$ cat config.mk
export PLATFORM = sky130hd
export DESIGN_NAME = dcache_flat
export DESIGN_NICKNAME = d
export VERILOG_FILES = /design/src/design/dcache_pkg.sv /design/src/design/wb_if.sv /design/src/design/dcache.sv /design/src/flat_wrapper.sv
export SDC_FILE = /design/constraint.sdc
export NUM_CORES = 1
export LEC_CHECK = 0
export BUFFER_PORTS_ARGS = -buffer_cell sky130_fd_sc_hd__buf_2
export CORE_UTILIZATION = 52
export CTS_CLUSTER_SIZE = 24
export DETAILED_ROUTE_END_ITERATION = 6
export PLACE_DENSITY = 0.7
export SLEW_MARGIN = 20
export SYNTH_ARGS = -nofsm -noshare
export SYNTH_HDL_FRONTEND = slang
export SYNTH_SLANG_ARGS = --single-unit
$ cat constraint.sdc
create_clock -name clk -period 11.15 [get_ports clk]
set_input_delay 1.6725 -clock clk [delete_from_list [all_inputs] [get_ports clk]]
set_output_delay 1.6725 -clock clk [all_outputs]
set_load 0.005 [all_outputs]
$ cat src/design/dcache_pkg.sv
package dcache_pkg;

    // Bus and memory geometry
    localparam int DATA_W      = 32;
    localparam int ADDR_W      = 12;                  // 4 KiB byte space
    localparam int BYTE_OFF_W  = 2;
    localparam int WORD_ADDR_W = ADDR_W - BYTE_OFF_W; // Wishbone adr is a word address
    localparam int SEL_W       = DATA_W / 8;
    localparam int MEM_WORDS   = 1024;

    // Cache geometry
    localparam int LINE_WORDS = 4;
    localparam int NUM_LINES  = 4;
    localparam int OFFSET_W   = $clog2(LINE_WORDS);
    localparam int INDEX_W    = $clog2(NUM_LINES);
    localparam int TAG_W      = WORD_ADDR_W - INDEX_W - OFFSET_W;

    // RISC-V load/store funct3
    localparam int F3_WIDTH = 3;
    localparam logic [F3_WIDTH-1:0] F3_B  = 3'b000;
    localparam logic [F3_WIDTH-1:0] F3_H  = 3'b001;
    localparam logic [F3_WIDTH-1:0] F3_W  = 3'b010;
    localparam logic [F3_WIDTH-1:0] F3_BU = 3'b100;
    localparam logic [F3_WIDTH-1:0] F3_HU = 3'b101;

    // Cache controller states
    localparam int STATE_W = 3;
    localparam logic [STATE_W-1:0] ST_IDLE    = 3'd0;
    localparam logic [STATE_W-1:0] ST_LOOKUP  = 3'd1;
    localparam logic [STATE_W-1:0] ST_WBACK   = 3'd2;
    localparam logic [STATE_W-1:0] ST_REFILL  = 3'd3;
    localparam logic [STATE_W-1:0] ST_RESPOND = 3'd4;

    // One data word, seen whole or by lanes
    typedef union packed {
        logic [DATA_W-1:0]                w;
        logic [DATA_W/16-1:0][15:0]       h;
        logic [DATA_W/8-1:0][7:0]         b;
    } word_lanes_u;

endpackage

$ cat src/design/wb_if.sv
`timescale 1ns/1ps

// Wishbone classic, single-beat handshake
interface wb_if;

    logic                                cyc;
    logic                                stb;
    logic                                we;
    logic [dcache_pkg::SEL_W-1:0]        sel;
    logic [dcache_pkg::WORD_ADDR_W-1:0]  adr;
    logic [dcache_pkg::DATA_W-1:0]       dat_w;
    logic [dcache_pkg::DATA_W-1:0]       dat_r;
    logic                                ack;

    modport master (
        output cyc, stb, we, sel, adr, dat_w,
        input  dat_r, ack
    );

    modport slave (
        input  cyc, stb, we, sel, adr, dat_w,
        output dat_r, ack
    );

endinterface

$ cat src/design/dcache.sv
`timescale 1ns/1ps

module dcache (
    input  logic  clk,
    input  logic  reset,
    wb_if.slave   cpu,
    output logic  cpu_hit,
    wb_if.master  mem
);

    logic [dcache_pkg::DATA_W-1:0]   data_arr [dcache_pkg::NUM_LINES][dcache_pkg::LINE_WORDS];
    logic [dcache_pkg::TAG_W-1:0]    tag_arr  [dcache_pkg::NUM_LINES];
    logic [dcache_pkg::NUM_LINES-1:0] valid;
    logic [dcache_pkg::NUM_LINES-1:0] dirty;

    logic [dcache_pkg::STATE_W-1:0]  state;
    logic [dcache_pkg::OFFSET_W-1:0] beat;
    logic [dcache_pkg::TAG_W-1:0]    burst_tag;

    logic [dcache_pkg::OFFSET_W-1:0] off;
    logic [dcache_pkg::INDEX_W-1:0]  idx;
    logic [dcache_pkg::TAG_W-1:0]    tag;
    logic                            hit;
    logic                            victim_dirty;
    logic                            serve;

    dcache_pkg::word_lanes_u         old_w;
    dcache_pkg::word_lanes_u         new_w;
    dcache_pkg::word_lanes_u         merged;

    // Request fields, held stable by the master until ack
    assign off = cpu.adr[dcache_pkg::OFFSET_W-1:0];
    assign idx = cpu.adr[dcache_pkg::OFFSET_W +: dcache_pkg::INDEX_W];
    assign tag = cpu.adr[dcache_pkg::WORD_ADDR_W-1 -: dcache_pkg::TAG_W];

    assign hit          = valid[idx] && (tag_arr[idx] == tag);
    assign victim_dirty = valid[idx] && dirty[idx];
    assign serve        = ((state == dcache_pkg::ST_LOOKUP) && hit)
                          || (state == dcache_pkg::ST_RESPOND);

    // Byte merge under sel
    assign old_w = data_arr[idx][off];
    assign new_w = cpu.dat_w;
    always_comb begin
        merged = old_w;
        for (int i = 0; i < dcache_pkg::SEL_W; i++) begin
            if (cpu.sel[i]) merged.b[i] = new_w.b[i];
        end
    end

    // Line burst, one word per beat
    assign mem.adr   = {burst_tag, idx, beat};
    assign mem.dat_w = data_arr[idx][beat];
    assign mem.we    = (state == dcache_pkg::ST_WBACK);
    assign mem.sel   = '1;

    always_ff @(posedge clk) begin
        if (reset) begin
            state   <= dcache_pkg::ST_IDLE;
            beat    <= '0;
            valid   <= '0;
            dirty   <= '0;
            cpu.ack <= 1'b0;
            cpu_hit <= 1'b0;
            mem.cyc <= 1'b0;
            mem.stb <= 1'b0;
        end else begin
            cpu.ack <= 1'b0;
            if (serve) begin
                cpu.ack <= 1'b1;
                cpu_hit <= (state == dcache_pkg::ST_LOOKUP);
                if (cpu.we) dirty[idx] <= 1'b1;
            end
            case (state)
                dcache_pkg::ST_IDLE: begin
                    if (cpu.cyc && cpu.stb && !cpu.ack) state <= dcache_pkg::ST_LOOKUP;
                end
                dcache_pkg::ST_LOOKUP: begin
                    if (hit) begin
                        state <= dcache_pkg::ST_IDLE;
                    end else begin
                        mem.cyc <= 1'b1;
                        mem.stb <= 1'b1;
                        beat    <= '0;
                        state   <= victim_dirty ? dcache_pkg::ST_WBACK : dcache_pkg::ST_REFILL;
                    end
                end
                dcache_pkg::ST_WBACK: begin
                    if (mem.ack) begin
                        beat <= beat + 1'b1;
                        if (&beat) state <= dcache_pkg::ST_REFILL;   // Last word out
                    end
                end
                dcache_pkg::ST_REFILL: begin
                    if (mem.ack) begin
                        beat <= beat + 1'b1;
                        if (&beat) begin
                            mem.cyc    <= 1'b0;
                            mem.stb    <= 1'b0;
                            valid[idx] <= 1'b1;
                            dirty[idx] <= 1'b0;
                            state      <= dcache_pkg::ST_RESPOND;
                        end
                    end
                end
                dcache_pkg::ST_RESPOND: state <= dcache_pkg::ST_IDLE;
                default:                state <= dcache_pkg::ST_IDLE;
            endcase
        end
    end

    always_ff @(posedge clk) begin
        if (serve) begin
            cpu.dat_r <= old_w.w;
            if (cpu.we) data_arr[idx][off] <= merged.w;
        end
        if ((state == dcache_pkg::ST_LOOKUP) && !hit)
            burst_tag <= victim_dirty ? tag_arr[idx] : tag;
        if ((state == dcache_pkg::ST_WBACK) && mem.ack && (&beat))
            burst_tag <= tag;                      // Switch to the refill line
        if ((state == dcache_pkg::ST_REFILL) && mem.ack) begin
            data_arr[idx][beat] <= mem.dat_r;
            if (&beat) tag_arr[idx] <= tag;
        end
    end

    a_cpu_ack_stb: assert property (@(posedge clk) disable iff (reset) cpu.ack |-> cpu.stb)
        else $error("dcache: cpu ack without stb");

    // Write-back and refill stay on one line
    a_burst_index: assert property (@(posedge clk) disable iff (reset)
        (mem.cyc && $past(mem.cyc)) |->
        (mem.adr[dcache_pkg::OFFSET_W +: dcache_pkg::INDEX_W]
         == $past(mem.adr[dcache_pkg::OFFSET_W +: dcache_pkg::INDEX_W])))
        else $error("dcache: index changed inside a burst");

endmodule

$ cat src/flat_wrapper.sv
// flat-port wrapper written by rule: the top's interface ports become plain ports
module dcache_flat 
  (clk, reset, cpu_hit, cpu_cyc, cpu_stb, cpu_we, cpu_sel, cpu_adr, cpu_dat_w, cpu_dat_r, cpu_ack, mem_cyc, mem_stb, mem_we, mem_sel, mem_adr, mem_dat_w, mem_dat_r, mem_ack);
  wb_if cpu_i ();
  wb_if mem_i ();
  input  logic clk;
  input  logic reset;
  output logic cpu_hit;
  input wire logic [$bits(cpu_i.cyc)-1:0] cpu_cyc;
  input wire logic [$bits(cpu_i.stb)-1:0] cpu_stb;
  input wire logic [$bits(cpu_i.we)-1:0] cpu_we;
  input wire logic [$bits(cpu_i.sel)-1:0] cpu_sel;
  input wire logic [$bits(cpu_i.adr)-1:0] cpu_adr;
  input wire logic [$bits(cpu_i.dat_w)-1:0] cpu_dat_w;
  output wire logic [$bits(cpu_i.dat_r)-1:0] cpu_dat_r;
  output wire logic [$bits(cpu_i.ack)-1:0] cpu_ack;
  output wire logic [$bits(mem_i.cyc)-1:0] mem_cyc;
  output wire logic [$bits(mem_i.stb)-1:0] mem_stb;
  output wire logic [$bits(mem_i.we)-1:0] mem_we;
  output wire logic [$bits(mem_i.sel)-1:0] mem_sel;
  output wire logic [$bits(mem_i.adr)-1:0] mem_adr;
  output wire logic [$bits(mem_i.dat_w)-1:0] mem_dat_w;
  input wire logic [$bits(mem_i.dat_r)-1:0] mem_dat_r;
  input wire logic [$bits(mem_i.ack)-1:0] mem_ack;
  assign cpu_i.cyc = cpu_cyc;
  assign cpu_i.stb = cpu_stb;
  assign cpu_i.we = cpu_we;
  assign cpu_i.sel = cpu_sel;
  assign cpu_i.adr = cpu_adr;
  assign cpu_i.dat_w = cpu_dat_w;
  assign cpu_dat_r = cpu_i.dat_r;
  assign cpu_ack = cpu_i.ack;
  assign mem_cyc = mem_i.cyc;
  assign mem_stb = mem_i.stb;
  assign mem_we = mem_i.we;
  assign mem_sel = mem_i.sel;
  assign mem_adr = mem_i.adr;
  assign mem_dat_w = mem_i.dat_w;
  assign mem_i.dat_r = mem_dat_r;
  assign mem_i.ack = mem_ack;
  dcache u_core (.clk(clk), .reset(reset), .cpu(cpu_i), .cpu_hit(cpu_hit), .mem(mem_i));
endmodule
==> run metrics <==
total negative slack 0 ns; largest fanout on the critical path 87; CTS Buffer Depth 3; Post-synth top cells edfxtp_1, mux4_2, nor2_1, mux2_2, clkbuf_1; Post-DRT Antenna Nets 0; Post-synth EDFFs around 570; ys flop type edfxtp_1; drt pass-1 iters 5; final setup vio count 0; DIE HEIGHT about 220 µm; gpl congestion 0.754; status finished clean; Die X between 200 and 250 µm; Seq/Total Area, Yosys 69.3%; Tot GR Track Use between 20% and 30%; Max-Cap Viols 0; Hold Slack around 0.47 ns; Nets 1487; Via density approximately 6.4; Core Area around 0.048 mm²; crit end category output pin; DP HPWL 34500 µm; Max Freq between 150 and 200 MHz; CTS buffer count 58; initial core utilization around 53%; period utilization between 50% and 60%; share of the synthesized area in the top cell type ~68%; Hold Vio Cnt, Final 0; crit path kind in2out; asr flop ratio synth 0%; Rows 80; worst vdd ir roughly 0.11 mV; Cells after DPL around 2000; Worst Path Required between 9 and 10 ns; area grow syn2layout 13.6%; vias in the first global route 13600; Post-CTS Resized 0; FF+latch count, synth 590; Yosys top cell by area edfxtp_1; initial antenna violation count 2; postcts setup bufs 0; yosys warns 0; Mapped Cells about 1200; RSZ-0062 raised after global routing false; CTS Hold Bufs 0; Post-Syn Area per Cell between 20 and 25 µm²; post-synthesis cell type count 48; routed via count between 10000 and 15000; Post-Syn Area approximately 0.025 mm²; first-pass GRT wire length 89800 µm; Clock Tree Root clkbuf_16; fin. max-slew vios 0; Pwr Density roughly 170 mW/mm²; CP arrival ~4.5 ns; Worst Max-Slew Pin Slew 1.00 ns; startpoint types primary input; Port Buffer Count ~160; CTS tree yes; htree depth 2; max_slew headroom 33.1%; leakage ~0.0095 µW; Hold WC Path Type reg2reg; largest cells by area after synthesis edfxtp_1, mux4_2, mux2_2; WL/cell roughly 30 µm; most common cell in the synthesized netlist edfxtp_1; DIE AREA 0.0496 mm²; clock skew about 0.017 ns; CTS Sinks a little under 600; fin crit period 6.21 ns; starting DRC count in detailed routing around 1300; Cell Count, Final, Fillers Out ~2100; I/O pin total about 170; fraction of layout cells with a size suffix above 1 between 40% and 50%; clk slew on worst S/H paths about 0.060 ns; grt total ovfl 0; final WL between 60000 and 70000 µm; largest net degree at the start of global routing 88; Clock Latency Late Sink 0.62 ns; # DRC 0
==> critical path: stages <==
cell and delay, ns:
buf_6 0.64, buf_4 0.86, mux4_2 0.44, mux4_1 0.59, buf_2 0.17
==> flip-flops by register name (all words and copies together) (netlist names) <==
signal and count:
u_core.cpu.ack 1, u_core.beat 2, u_core.state 3, u_core.valid 4
u_core.cpu_hit 1, u_core.dirty 4, u_core.tag_arr 24, u_core.cpu.dat_r 32
u_core.data_arr 512, u_core.burst_tag 6, u_core.mem.cyc 1
==> cell usage in the layout, fill, tap and decap left out, types with 3 or more instances in the layout <==
master / instances
edfxtp_1: 574
mux4_2: 177
buf_2: 160
nor2_1: 114
mux2_2: 105
clkbuf_16: 58
buf_4: 30
mux2_4: 29
mux4_1: 23
a21oi_4: 16
clkbuf_1: 15
dfxtp_1: 15
clkinv_1: 11
clkinv_2: 11
nand2_1: 10
a21oi_1: 7
nand2b_1: 6
bufinv_16: 6
nand4_1: 5
nand3_1: 5
o21ai_0: 4
ha_1: 4
conb_1: 4
xor2_1: 3
nor3b_1: 3
xnor2_1: 3
nand2_2: 3
nor3_1: 3
nor2b_1: 3
inv_6: 3
clkbuf_8: 3
==> final cells by class <==
| class | count | area, µm² |
|---|---|---|
| Fill cell | 3374 | 19100 |
| Sequential cell | 590 | 17600 |
| Multi-Input combinational cell | 553 | 7500 |
| Clock buffer | 76 | 1550 |
| Timing Repair Buffer | 192 | 1050 |
| Tap cell | 615 | 769 |
| Clock inverter | 33 | 328 |
| Inverter | 4 | 15.0 |
| Antenna cell | 2 | 5.00 |
==> logic make-up after synthesis <==
kind of cell	share of synthesized area, %
XOR/XNOR	0.208
AND/OR/NAND/NOR	2.80
flip-flops	69.3
multiplexers	24.6
other	0.0148
AO/OA/AOI/OAI	0.934
adder cells (fa/ha/maj)	0.198
buffers and inverters	1.89
==> metal layers <==
metal,routed length [µm],track usage [%]
met1,24700,34.9
met2,30800,41.7
met3,4430,3.99
met4,1810,8.65
met5,16,0
==> where the power goes <==
group	internal, µW	switching (µW)
combinational	159	193
sequential	2470	4.53
clock	1120	821
==> final timing paths <==
path	cells past startpoint	endpoint	slack (ns)	startpoint
hold reg to reg	2	u_core.valid[1]	0.47	u_core.valid[1]
hold / removal	2	u_core.valid[1]	0.47	u_core.valid[1]
setup reg to reg	6	u_core.data_arr[2][73]	7.62	u_core.tag_arr[2][4]
setup / recovery	5	mem_dat_w[1]	4.94	cpu_adr[3]
==> per-stage QoR <==
step	instance area [µm²]	utilization (%)	power (µW)	worst slack (ns)
detailed placement	26900	56.2	2880	4.73
global route	28800	60.1	4890	4.72
finish	28800	60.1	4770	4.94
global placement	26900	56.2	2870	4.74
CTS	28800	60.1	4790	4.87
floorplan	25300	-	2770	5.95
Power figures use the tool's default switching activity.
