$ cat src/design/dcache_pkg.sv
package dcache_pkg;

    // Bus and memory geometry
    localparam int DATA_W      = 32;
    localparam int ADDR_W      = 12;                  // 4 KiB byte space
    localparam int BYTE_OFF_W  = 2;
    localparam int WORD_ADDR_W = ADDR_W - BYTE_OFF_W; // Wishbone adr is a word address
    localparam int SEL_W       = DATA_W / 8;
    localparam int MEM_WORDS   = 1024;

    // Cache geometry
    localparam int LINE_WORDS = 4;
    localparam int NUM_LINES  = 4;
    localparam int OFFSET_W   = $clog2(LINE_WORDS);
    localparam int INDEX_W    = $clog2(NUM_LINES);
    localparam int TAG_W      = WORD_ADDR_W - INDEX_W - OFFSET_W;

    // RISC-V load/store funct3
    localparam int F3_WIDTH = 3;
    localparam logic [F3_WIDTH-1:0] F3_B  = 3'b000;
    localparam logic [F3_WIDTH-1:0] F3_H  = 3'b001;
    localparam logic [F3_WIDTH-1:0] F3_W  = 3'b010;
    localparam logic [F3_WIDTH-1:0] F3_BU = 3'b100;
    localparam logic [F3_WIDTH-1:0] F3_HU = 3'b101;

    // Cache controller states
    localparam int STATE_W = 3;
    localparam logic [STATE_W-1:0] ST_IDLE    = 3'd0;
    localparam logic [STATE_W-1:0] ST_LOOKUP  = 3'd1;
    localparam logic [STATE_W-1:0] ST_WBACK   = 3'd2;
    localparam logic [STATE_W-1:0] ST_REFILL  = 3'd3;
    localparam logic [STATE_W-1:0] ST_RESPOND = 3'd4;

    // One data word, seen whole or by lanes
    typedef union packed {
        logic [DATA_W-1:0]                w;
        logic [DATA_W/16-1:0][15:0]       h;
        logic [DATA_W/8-1:0][7:0]         b;
    } word_lanes_u;

endpackage

$ cat src/design/wb_if.sv
`timescale 1ns/1ps

// Wishbone classic, single-beat handshake
interface wb_if;

    logic                                cyc;
    logic                                stb;
    logic                                we;
    logic [dcache_pkg::SEL_W-1:0]        sel;
    logic [dcache_pkg::WORD_ADDR_W-1:0]  adr;
    logic [dcache_pkg::DATA_W-1:0]       dat_w;
    logic [dcache_pkg::DATA_W-1:0]       dat_r;
    logic                                ack;

    modport master (
        output cyc, stb, we, sel, adr, dat_w,
        input  dat_r, ack
    );

    modport slave (
        input  cyc, stb, we, sel, adr, dat_w,
        output dat_r, ack
    );

endinterface

$ cat src/design/lsu_align.sv
`timescale 1ns/1ps

module lsu_align (
    input  logic                                clk,
    input  logic                                reset,
    input  logic                                req_valid,
    input  logic                                req_we,
    input  logic [dcache_pkg::F3_WIDTH-1:0]     req_funct3,
    input  logic [dcache_pkg::ADDR_W-1:0]       req_addr,
    input  logic [dcache_pkg::DATA_W-1:0]       req_wdata,
    output logic                                req_ready,
    output logic                                resp_valid,
    output logic [dcache_pkg::DATA_W-1:0]       resp_rdata,
    output logic                                resp_hit,
    wb_if.master                                cpu,
    input  logic                                cpu_hit
);

    logic                                    accept;
    logic [dcache_pkg::F3_WIDTH-1:0]         f3_r;
    logic [dcache_pkg::BYTE_OFF_W-1:0]       boff_r;
    logic [dcache_pkg::SEL_W-1:0]            sel_c;
    logic                                    misaligned;
    dcache_pkg::word_lanes_u                 st_lanes;
    dcache_pkg::word_lanes_u                 ld_lanes;
    logic [dcache_pkg::DATA_W-1:0]           ld_ext;

    assign accept   = req_valid && req_ready;
    assign ld_lanes = cpu.dat_r;

    // Store lane replication and byte enables
    always_comb begin
        st_lanes.w = req_wdata;
        sel_c      = '1;
        misaligned = 1'b0;
        case (req_funct3[1:0])
            2'b00: begin
                st_lanes.b = {4{req_wdata[7:0]}};
                sel_c      = 4'b0001 << req_addr[1:0];
            end
            2'b01: begin
                st_lanes.h = {2{req_wdata[15:0]}};
                sel_c      = 4'b0011 << {req_addr[1], 1'b0};
                misaligned = req_addr[0];
            end
            default: misaligned = |req_addr[1:0];
        endcase
    end

    always_comb begin
        case (f3_r)
            dcache_pkg::F3_B:  ld_ext = {{24{ld_lanes.b[boff_r][7]}}, ld_lanes.b[boff_r]};
            dcache_pkg::F3_BU: ld_ext = {24'b0, ld_lanes.b[boff_r]};
            dcache_pkg::F3_H:  ld_ext = {{16{ld_lanes.h[boff_r[1]][15]}}, ld_lanes.h[boff_r[1]]};
            dcache_pkg::F3_HU: ld_ext = {16'b0, ld_lanes.h[boff_r[1]]};
            default:           ld_ext = ld_lanes.w;
        endcase
    end

    always_ff @(posedge clk) begin
        if (reset) begin
            req_ready  <= 1'b0;
            resp_valid <= 1'b0;
            cpu.cyc    <= 1'b0;
            cpu.stb    <= 1'b0;
        end else begin
            resp_valid <= 1'b0;
            if (accept) begin
                req_ready <= 1'b0;
                cpu.cyc   <= 1'b1;
                cpu.stb   <= 1'b1;
            end else if (cpu.ack) begin
                cpu.cyc    <= 1'b0;
                cpu.stb    <= 1'b0;
                resp_valid <= 1'b1;
            end else if (!cpu.cyc) begin
                req_ready <= 1'b1;        // Back to ready once the response is out
            end
        end
    end

    // Blocking request register
    always_ff @(posedge clk) begin
        if (accept) begin
            f3_r      <= req_funct3;
            boff_r    <= req_addr[dcache_pkg::BYTE_OFF_W-1:0];
            cpu.we    <= req_we;
            cpu.adr   <= req_addr[dcache_pkg::ADDR_W-1:dcache_pkg::BYTE_OFF_W];
            cpu.sel   <= sel_c;
            cpu.dat_w <= st_lanes.w;
        end
        if (cpu.ack) begin
            resp_rdata <= ld_ext;
            resp_hit   <= cpu_hit;
        end
    end

    a_aligned: assert property (@(posedge clk) disable iff (reset) accept |-> !misaligned)
        else $error("lsu_align: misaligned access at 0x%h", req_addr);

endmodule

$ cat src/flat_wrapper.sv
// flat-port wrapper written by rule: the top's interface ports become plain ports
module lsu_align_flat 
  (clk, reset, req_valid, req_we, req_funct3, req_addr, req_wdata, req_ready, resp_valid, resp_rdata, resp_hit, cpu_hit, cpu_cyc, cpu_stb, cpu_we, cpu_sel, cpu_adr, cpu_dat_w, cpu_dat_r, cpu_ack);
  wb_if cpu_i ();
  input  logic clk;
  input  logic reset;
  input  logic req_valid;
  input  logic req_we;
  input  logic [dcache_pkg::F3_WIDTH-1:0] req_funct3;
  input  logic [dcache_pkg::ADDR_W-1:0] req_addr;
  input  logic [dcache_pkg::DATA_W-1:0] req_wdata;
  output logic req_ready;
  output logic resp_valid;
  output logic [dcache_pkg::DATA_W-1:0] resp_rdata;
  output logic resp_hit;
  input  logic cpu_hit;
  output wire logic [$bits(cpu_i.cyc)-1:0] cpu_cyc;
  output wire logic [$bits(cpu_i.stb)-1:0] cpu_stb;
  output wire logic [$bits(cpu_i.we)-1:0] cpu_we;
  output wire logic [$bits(cpu_i.sel)-1:0] cpu_sel;
  output wire logic [$bits(cpu_i.adr)-1:0] cpu_adr;
  output wire logic [$bits(cpu_i.dat_w)-1:0] cpu_dat_w;
  input wire logic [$bits(cpu_i.dat_r)-1:0] cpu_dat_r;
  input wire logic [$bits(cpu_i.ack)-1:0] cpu_ack;
  assign cpu_cyc = cpu_i.cyc;
  assign cpu_stb = cpu_i.stb;
  assign cpu_we = cpu_i.we;
  assign cpu_sel = cpu_i.sel;
  assign cpu_adr = cpu_i.adr;
  assign cpu_dat_w = cpu_i.dat_w;
  assign cpu_i.dat_r = cpu_dat_r;
  assign cpu_i.ack = cpu_ack;
  lsu_align u_core (.clk(clk), .reset(reset), .req_valid(req_valid), .req_we(req_we), .req_funct3(req_funct3), .req_addr(req_addr), .req_wdata(req_wdata), .req_ready(req_ready), .resp_valid(resp_valid), .resp_rdata(resp_rdata), .resp_hit(resp_hit), .cpu(cpu_i), .cpu_hit(cpu_hit));
endmodule
$ cat config.mk
export PLATFORM = sky130hd
export DESIGN_NAME = lsu_align_flat
export DESIGN_NICKNAME = d
export VERILOG_FILES = /design/src/design/dcache_pkg.sv /design/src/design/wb_if.sv /design/src/design/lsu_align.sv /design/src/flat_wrapper.sv
export SDC_FILE = /design/constraint.sdc
export NUM_CORES = 1
export LEC_CHECK = 0
export BUFFER_PORTS_ARGS = -buffer_cell sky130_fd_sc_hd__buf_2
export CORE_ASPECT_RATIO = 0.8
export CORE_MARGIN = 2
export CORE_UTILIZATION = 43
export CTS_CLUSTER_SIZE = 28
export DETAILED_ROUTE_END_ITERATION = 12
export GPL_ROUTABILITY_DRIVEN = 0
export PLACE_DENSITY = 0.81
export REMOVE_ABC_BUFFERS = 1
export SYNTH_ARGS = -nofsm -noshare
export SYNTH_HDL_FRONTEND = slang
export SYNTH_SLANG_ARGS = --single-unit
export TNS_END_PERCENT = 5
$ cat constraint.sdc
create_clock -name clk -period 2.3 [get_ports clk]
set_clock_uncertainty 0.1 [all_clocks]
set_input_delay 0.115 -clock clk [delete_from_list [all_inputs] [get_ports clk]]
set_output_delay 0.115 -clock clk [all_outputs]
set_load 0.02 [all_outputs]
==> metrics.txt <==
# TYPE chip_impl_metric gauge
chip_impl_info{name="status",value="finished, final reports clean"} 1
chip_impl_metric{name="seq_power_share",unit="%"} 49.0
chip_impl_metric{name="post_layout_cell_count",unit=""} 608
chip_impl_metric{name="post_synth_cell_types",unit=""} 40
chip_impl_metric{name="fmax",unit="MHz"} 509
chip_impl_metric{name="timing.critical_path.arrival",unit="ns"} 2.01
chip_impl_metric{name="worst_slew_margin_rel",unit="%"} 46.5
chip_impl_metric{name="cellInternalPower",unit="W"} 0.00293
chip_impl_metric{name="worst_path_largest_cell_delay",unit="ns"} 0.62
chip_impl_info{name="grt_setup_unrepaired",value="false"} 1
chip_impl_metric{name="post-route-period-util",unit="%"} 85.5
chip_impl_metric{name="design.final.nets",unit=""} 576
chip_impl_info{name="worst-setup-path-type",value="reg -> reg"} 1
chip_impl_metric{name="layout-area-overhead-vs-synth",unit="%"} 45.2
chip_impl_info{name="setup.worst_path.start_class",value="flop"} 1
chip_impl_metric{name="setup-violations-final",unit=""} 0
chip_impl_info{name="maxUsedRoutingLayer",value="met4"} 1
chip_impl_metric{name="route.detailed.drc",unit=""} 0
chip_impl_metric{name="detailroute.via_count",unit=""} 3214
chip_impl_metric{name="initial_antenna_violation_count",unit=""} 0
chip_impl_metric{name="groute.usage.overall",unit="%"} 21.8
chip_impl_metric{name="clk_pin_slew_worst_paths",unit="ns"} 0.06
chip_impl_metric{name="drive_gt1_share",unit="%"} 44.4
chip_impl_metric{name="core_region_area",unit="um^2"} 8630
chip_impl_metric{name="detail_route.wirelength.met1",unit="um"} 4000
chip_impl_metric{name="crit_required",unit="ns"} 2.35
chip_impl_metric{name="gr-total-overflow",unit=""} 0
chip_impl_metric{name="design.die.area",unit="um^2"} 9790
chip_impl_metric{name="setup_tns",unit="ns"} 0
chip_impl_metric{name="postRouteAntennaNets",unit=""} 0
chip_impl_metric{name="wl_met3",unit="um"} 992
chip_impl_metric{name="place.detailed.instances",unit=""} 544
chip_impl_info{name="hold_path.class",value="in -> reg"} 1
chip_impl_metric{name="netSwitchingFraction",unit="%"} 23.2
chip_impl_metric{name="vdd.ir_drop.worst",unit="mV"} 0.482
chip_impl_metric{name="cp_max_fo",unit=""} 15
chip_impl_metric{name="synthesis.instances",unit=""} 270
chip_impl_metric{name="numPortBuffers",unit=""} 168
chip_impl_metric{name="worst-path-buf-inv",unit=""} 1
chip_impl_metric{name="synth.avg_cell_area",unit="um^2"} 14.3
chip_impl_metric{name="io_pins",unit=""} 169
chip_impl_metric{name="hold_slack_final",unit="ns"} 0.0136
chip_impl_info{name="most_used_cells_in_the_layout_excluding_fill_and_tap_cells",value="sky130_fd_sc_hd__buf_2 (168), sky130_fd_sc_hd__edfxtp_1 (85), sky130_fd_sc_hd__dlygate4sd3_1 (48)"} 1
chip_impl_metric{name="setup_ws",unit="ns"} 0.334
chip_impl_metric{name="synth.yosys.warnings",unit=""} 0
chip_impl_metric{name="max_cap_viol_count",unit=""} 0
chip_impl_metric{name="final-hold-violation-count",unit=""} 0
chip_impl_metric{name="final_layout_fill_cell_count",unit=""} 674
chip_impl_metric{name="fp.dieW",unit="um"} 110
chip_impl_metric{name="drt_pre_antenna_iters",unit=""} 4
chip_impl_metric{name="grt_start_max_net_pins",unit=""} 37
chip_impl_metric{name="met2_wirelength",unit="um"} 5350
chip_impl_info{name="cpMaxStageDelayCell",value="sky130_fd_sc_hd__nor2b_1"} 1
chip_impl_metric{name="power-per-cell-area",unit="nW/um^2"} 680
chip_impl_metric{name="die_y",unit="um"} 88.9
chip_impl_metric{name="clockBufferDepth",unit=""} 2
chip_impl_metric{name="grt_pass1_wl",unit="um"} 16100
chip_impl_metric{name="wl_per_cell",unit="um"} 17.2
chip_impl_metric{name="worstMarginPinSlew",unit="ns"} 0.799
chip_impl_info{name="crit_path_end_kind",value="flop"} 1
chip_impl_info{name="critical_path.cell_chain",value="buf_4 > nor2b_1 > a22oi_1 > o221ai_1"} 1
chip_impl_metric{name="ys_seq_elements",unit=""} 88
chip_impl_metric{name="rows",unit=""} 30
chip_impl_metric{name="start_util",unit="%"} 44.9
chip_impl_metric{name="syn_area",unit="um^2"} 3870
chip_impl_metric{name="antenna-diode-count",unit=""} 0
chip_impl_metric{name="share_clk_of_total_power",unit="%"} 37.1
chip_impl_metric{name="htreeDepth",unit=""} 3
chip_impl_metric{name="timing.final.crit_period",unit="ns"} 1.97
chip_impl_metric{name="synth_sequential_area_ratio",unit="%"} 67.4
chip_impl_info{name="cts.root.buffer_cell",value="sky130_fd_sc_hd__clkbuf_16"} 1
chip_impl_metric{name="detail_route.vias_per_cell",unit=""} 5.29
chip_impl_metric{name="later_pin_clock_latency_in_the_skew_report",unit="ns"} 0.32
chip_impl_info{name="final_common_cell",value="sky130_fd_sc_hd__buf_2"} 1
chip_impl_metric{name="dpl.hpwl",unit="um"} 6900
chip_impl_metric{name="dpl_worst_slack",unit="ns"} 0.383
chip_impl_info{name="path_delay_family",value="simple AND/OR/NAND/NOR gates"} 1
chip_impl_metric{name="timing.final.max_slew_violations",unit=""} 0
chip_impl_metric{name="starting_drt_drc_count",unit=""} 119
chip_impl_info{name="tritoncts",value="yes"} 1
chip_impl_metric{name="cts_inserted_buffers",unit=""} 9
chip_impl_metric{name="net-switching-power",unit="W"} 0.000887
chip_impl_metric{name="utilization",unit="%"} 65.1
chip_impl_metric{name="grt_pass1_vias",unit=""} 3228
chip_impl_metric{name="static-leakage-power",unit="nW"} 2.34
chip_impl_metric{name="wl",unit="um"} 10400
chip_impl_metric{name="clock_sink_count",unit=""} 88
chip_impl_metric{name="combPwrFrac",unit="%"} 13.9
==> cells by family after synthesis <==
logic type	after synthesis	synth area share [%]
flops	88	67.4
mux	34	9.95
simple gates	59	8.14
compound gates	67	11.9
buf+inv	22	2.62
==> cell usage after synthesis <==
library cell / n / area, um^2
sky130_fd_sc_hd__nor3_1: 4 / 20.0
sky130_fd_sc_hd__or3b_1: 1 / 8.76
sky130_fd_sc_hd__a21boi_0: 1 / 7.51
sky130_fd_sc_hd__dfxtp_1: 3 / 60.1
sky130_fd_sc_hd__nor3b_1: 1 / 7.51
sky130_fd_sc_hd__a21oi_1: 8 / 40.0
sky130_fd_sc_hd__and3_1: 1 / 6.26
sky130_fd_sc_hd__buf_2: 3 / 15.0
sky130_fd_sc_hd__a31oi_2: 1 / 12.5
sky130_fd_sc_hd__a22oi_1: 7 / 52.6
sky130_fd_sc_hd__buf_6: 1 / 11.3
sky130_fd_sc_hd__nand3_1: 1 / 5.00
sky130_fd_sc_hd__nand2b_1: 1 / 6.26
sky130_fd_sc_hd__nand2_1: 13 / 48.8
sky130_fd_sc_hd__and2_4: 1 / 8.76
sky130_fd_sc_hd__nand3b_1: 1 / 7.51
sky130_fd_sc_hd__mux2_4: 1 / 15.0
sky130_fd_sc_hd__o221ai_1: 3 / 26.3
sky130_fd_sc_hd__and2_1: 1 / 6.26
sky130_fd_sc_hd__or2_2: 1 / 6.26
sky130_fd_sc_hd__buf_4: 2 / 15.0
sky130_fd_sc_hd__o22ai_1: 1 / 6.26
sky130_fd_sc_hd__clkbuf_1: 9 / 33.8
sky130_fd_sc_hd__edfxtp_1: 85 / 2550
sky130_fd_sc_hd__nor2_1: 9 / 33.8
sky130_fd_sc_hd__a221o_1: 6 / 60.1
sky130_fd_sc_hd__mux2i_1: 10 / 100
sky130_fd_sc_hd__buf_1: 1 / 3.75
sky130_fd_sc_hd__o21ba_2: 1 / 10.0
sky130_fd_sc_hd__o21bai_1: 6 / 45.0
sky130_fd_sc_hd__mux2_2: 22 / 248
sky130_fd_sc_hd__a211oi_1: 1 / 7.51
sky130_fd_sc_hd__a211o_1: 1 / 8.76
sky130_fd_sc_hd__mux4_2: 1 / 22.5
sky130_fd_sc_hd__inv_1: 6 / 22.5
sky130_fd_sc_hd__o2bb2ai_1: 1 / 8.76
sky130_fd_sc_hd__o211ai_1: 2 / 15.0
sky130_fd_sc_hd__a22o_1: 5 / 43.8
sky130_fd_sc_hd__nor2b_1: 24 / 150
sky130_fd_sc_hd__o21ai_0: 23 / 115
==> metrics by stage <==
step | total power (W) | instance area (um^2)
global route | 0.00396 | 5620
finish | 0.00382 | 5620
CTS | 0.00383 | 5620
global placement | 0.00235 | 4850
detailed placement | 0.00237 | 4850
floorplan | 0.00214 | 3790
==> area by class of cell <==
type / instances / area (um^2) / share of cell area, %
sequential: 88 / 2610 / 46.5
timing repair buffer: 226 / 1400 / 24.8
multi-input combinational: 160 / 1160 / 20.6
clock buffer: 11 / 233 / 4.14
tap: 112 / 140 / 2.49
clock inverter: 5 / 57.6 / 1.02
inverter: 6 / 22.5 / 0.401
==> per-layer routing <==
layer,vias to the layer above,global-route usage (%)
li1,1480,-
met1,1571,25.1
met2,154,38.7
met3,9,7.36
met4,0,6.82
met5,-,0
==> worst reg2reg max path: stages, from the launching register on <==
cell	delay, ns
sky130_fd_sc_hd__edfxtp_1	0.44
sky130_fd_sc_hd__buf_4	0.25
sky130_fd_sc_hd__nor2b_1	0.62
sky130_fd_sc_hd__a22oi_1	0.15
sky130_fd_sc_hd__o221ai_1	0.24
==> worst paths after layout <==
check,startpoint,end,slack [ns],depth (start not counted)
worst max-delay path,u_core.boff_r[1],u_core.resp_rdata[6],0.33,4
worst min-delay path,cpu_dat_r[18],u_core.resp_rdata[2],0.01,2
worst max register to register,u_core.boff_r[1],u_core.resp_rdata[6],0.33,4
worst min register to register,u_core.cpu.cyc,u_core.cpu.cyc,0.44,2
==> sequential cells by signal, indices dropped and copies added (netlist names), 2 cells and up <==
name and flops:
u_core.boff_r 2, u_core.cpu.adr 10, u_core.cpu.dat_w 32, u_core.cpu.sel 4
u_core.f3_r 3, u_core.resp_rdata 32
==> what timing repair did <==
action / in CTS / in global routing
resized for setup: 0 / 0
hold buffers: 48 / 0
setup buffers: 0 / 0
hold endpoints to repair: 49 / 0
==> power groups by stage <==
stage	registers [W]	logic [W]	clock network (W)
after floorplan	0.00201	0.000136	0
after global placement	0.00190	0.000447	0
after detailed placement	0.00191	0.000460	0
after CTS	0.00187	0.000523	0.00144
after global routing	0.00188	0.000573	0.00150
final	0.00187	0.000531	0.00142
(Power assumes the default switching activity.)
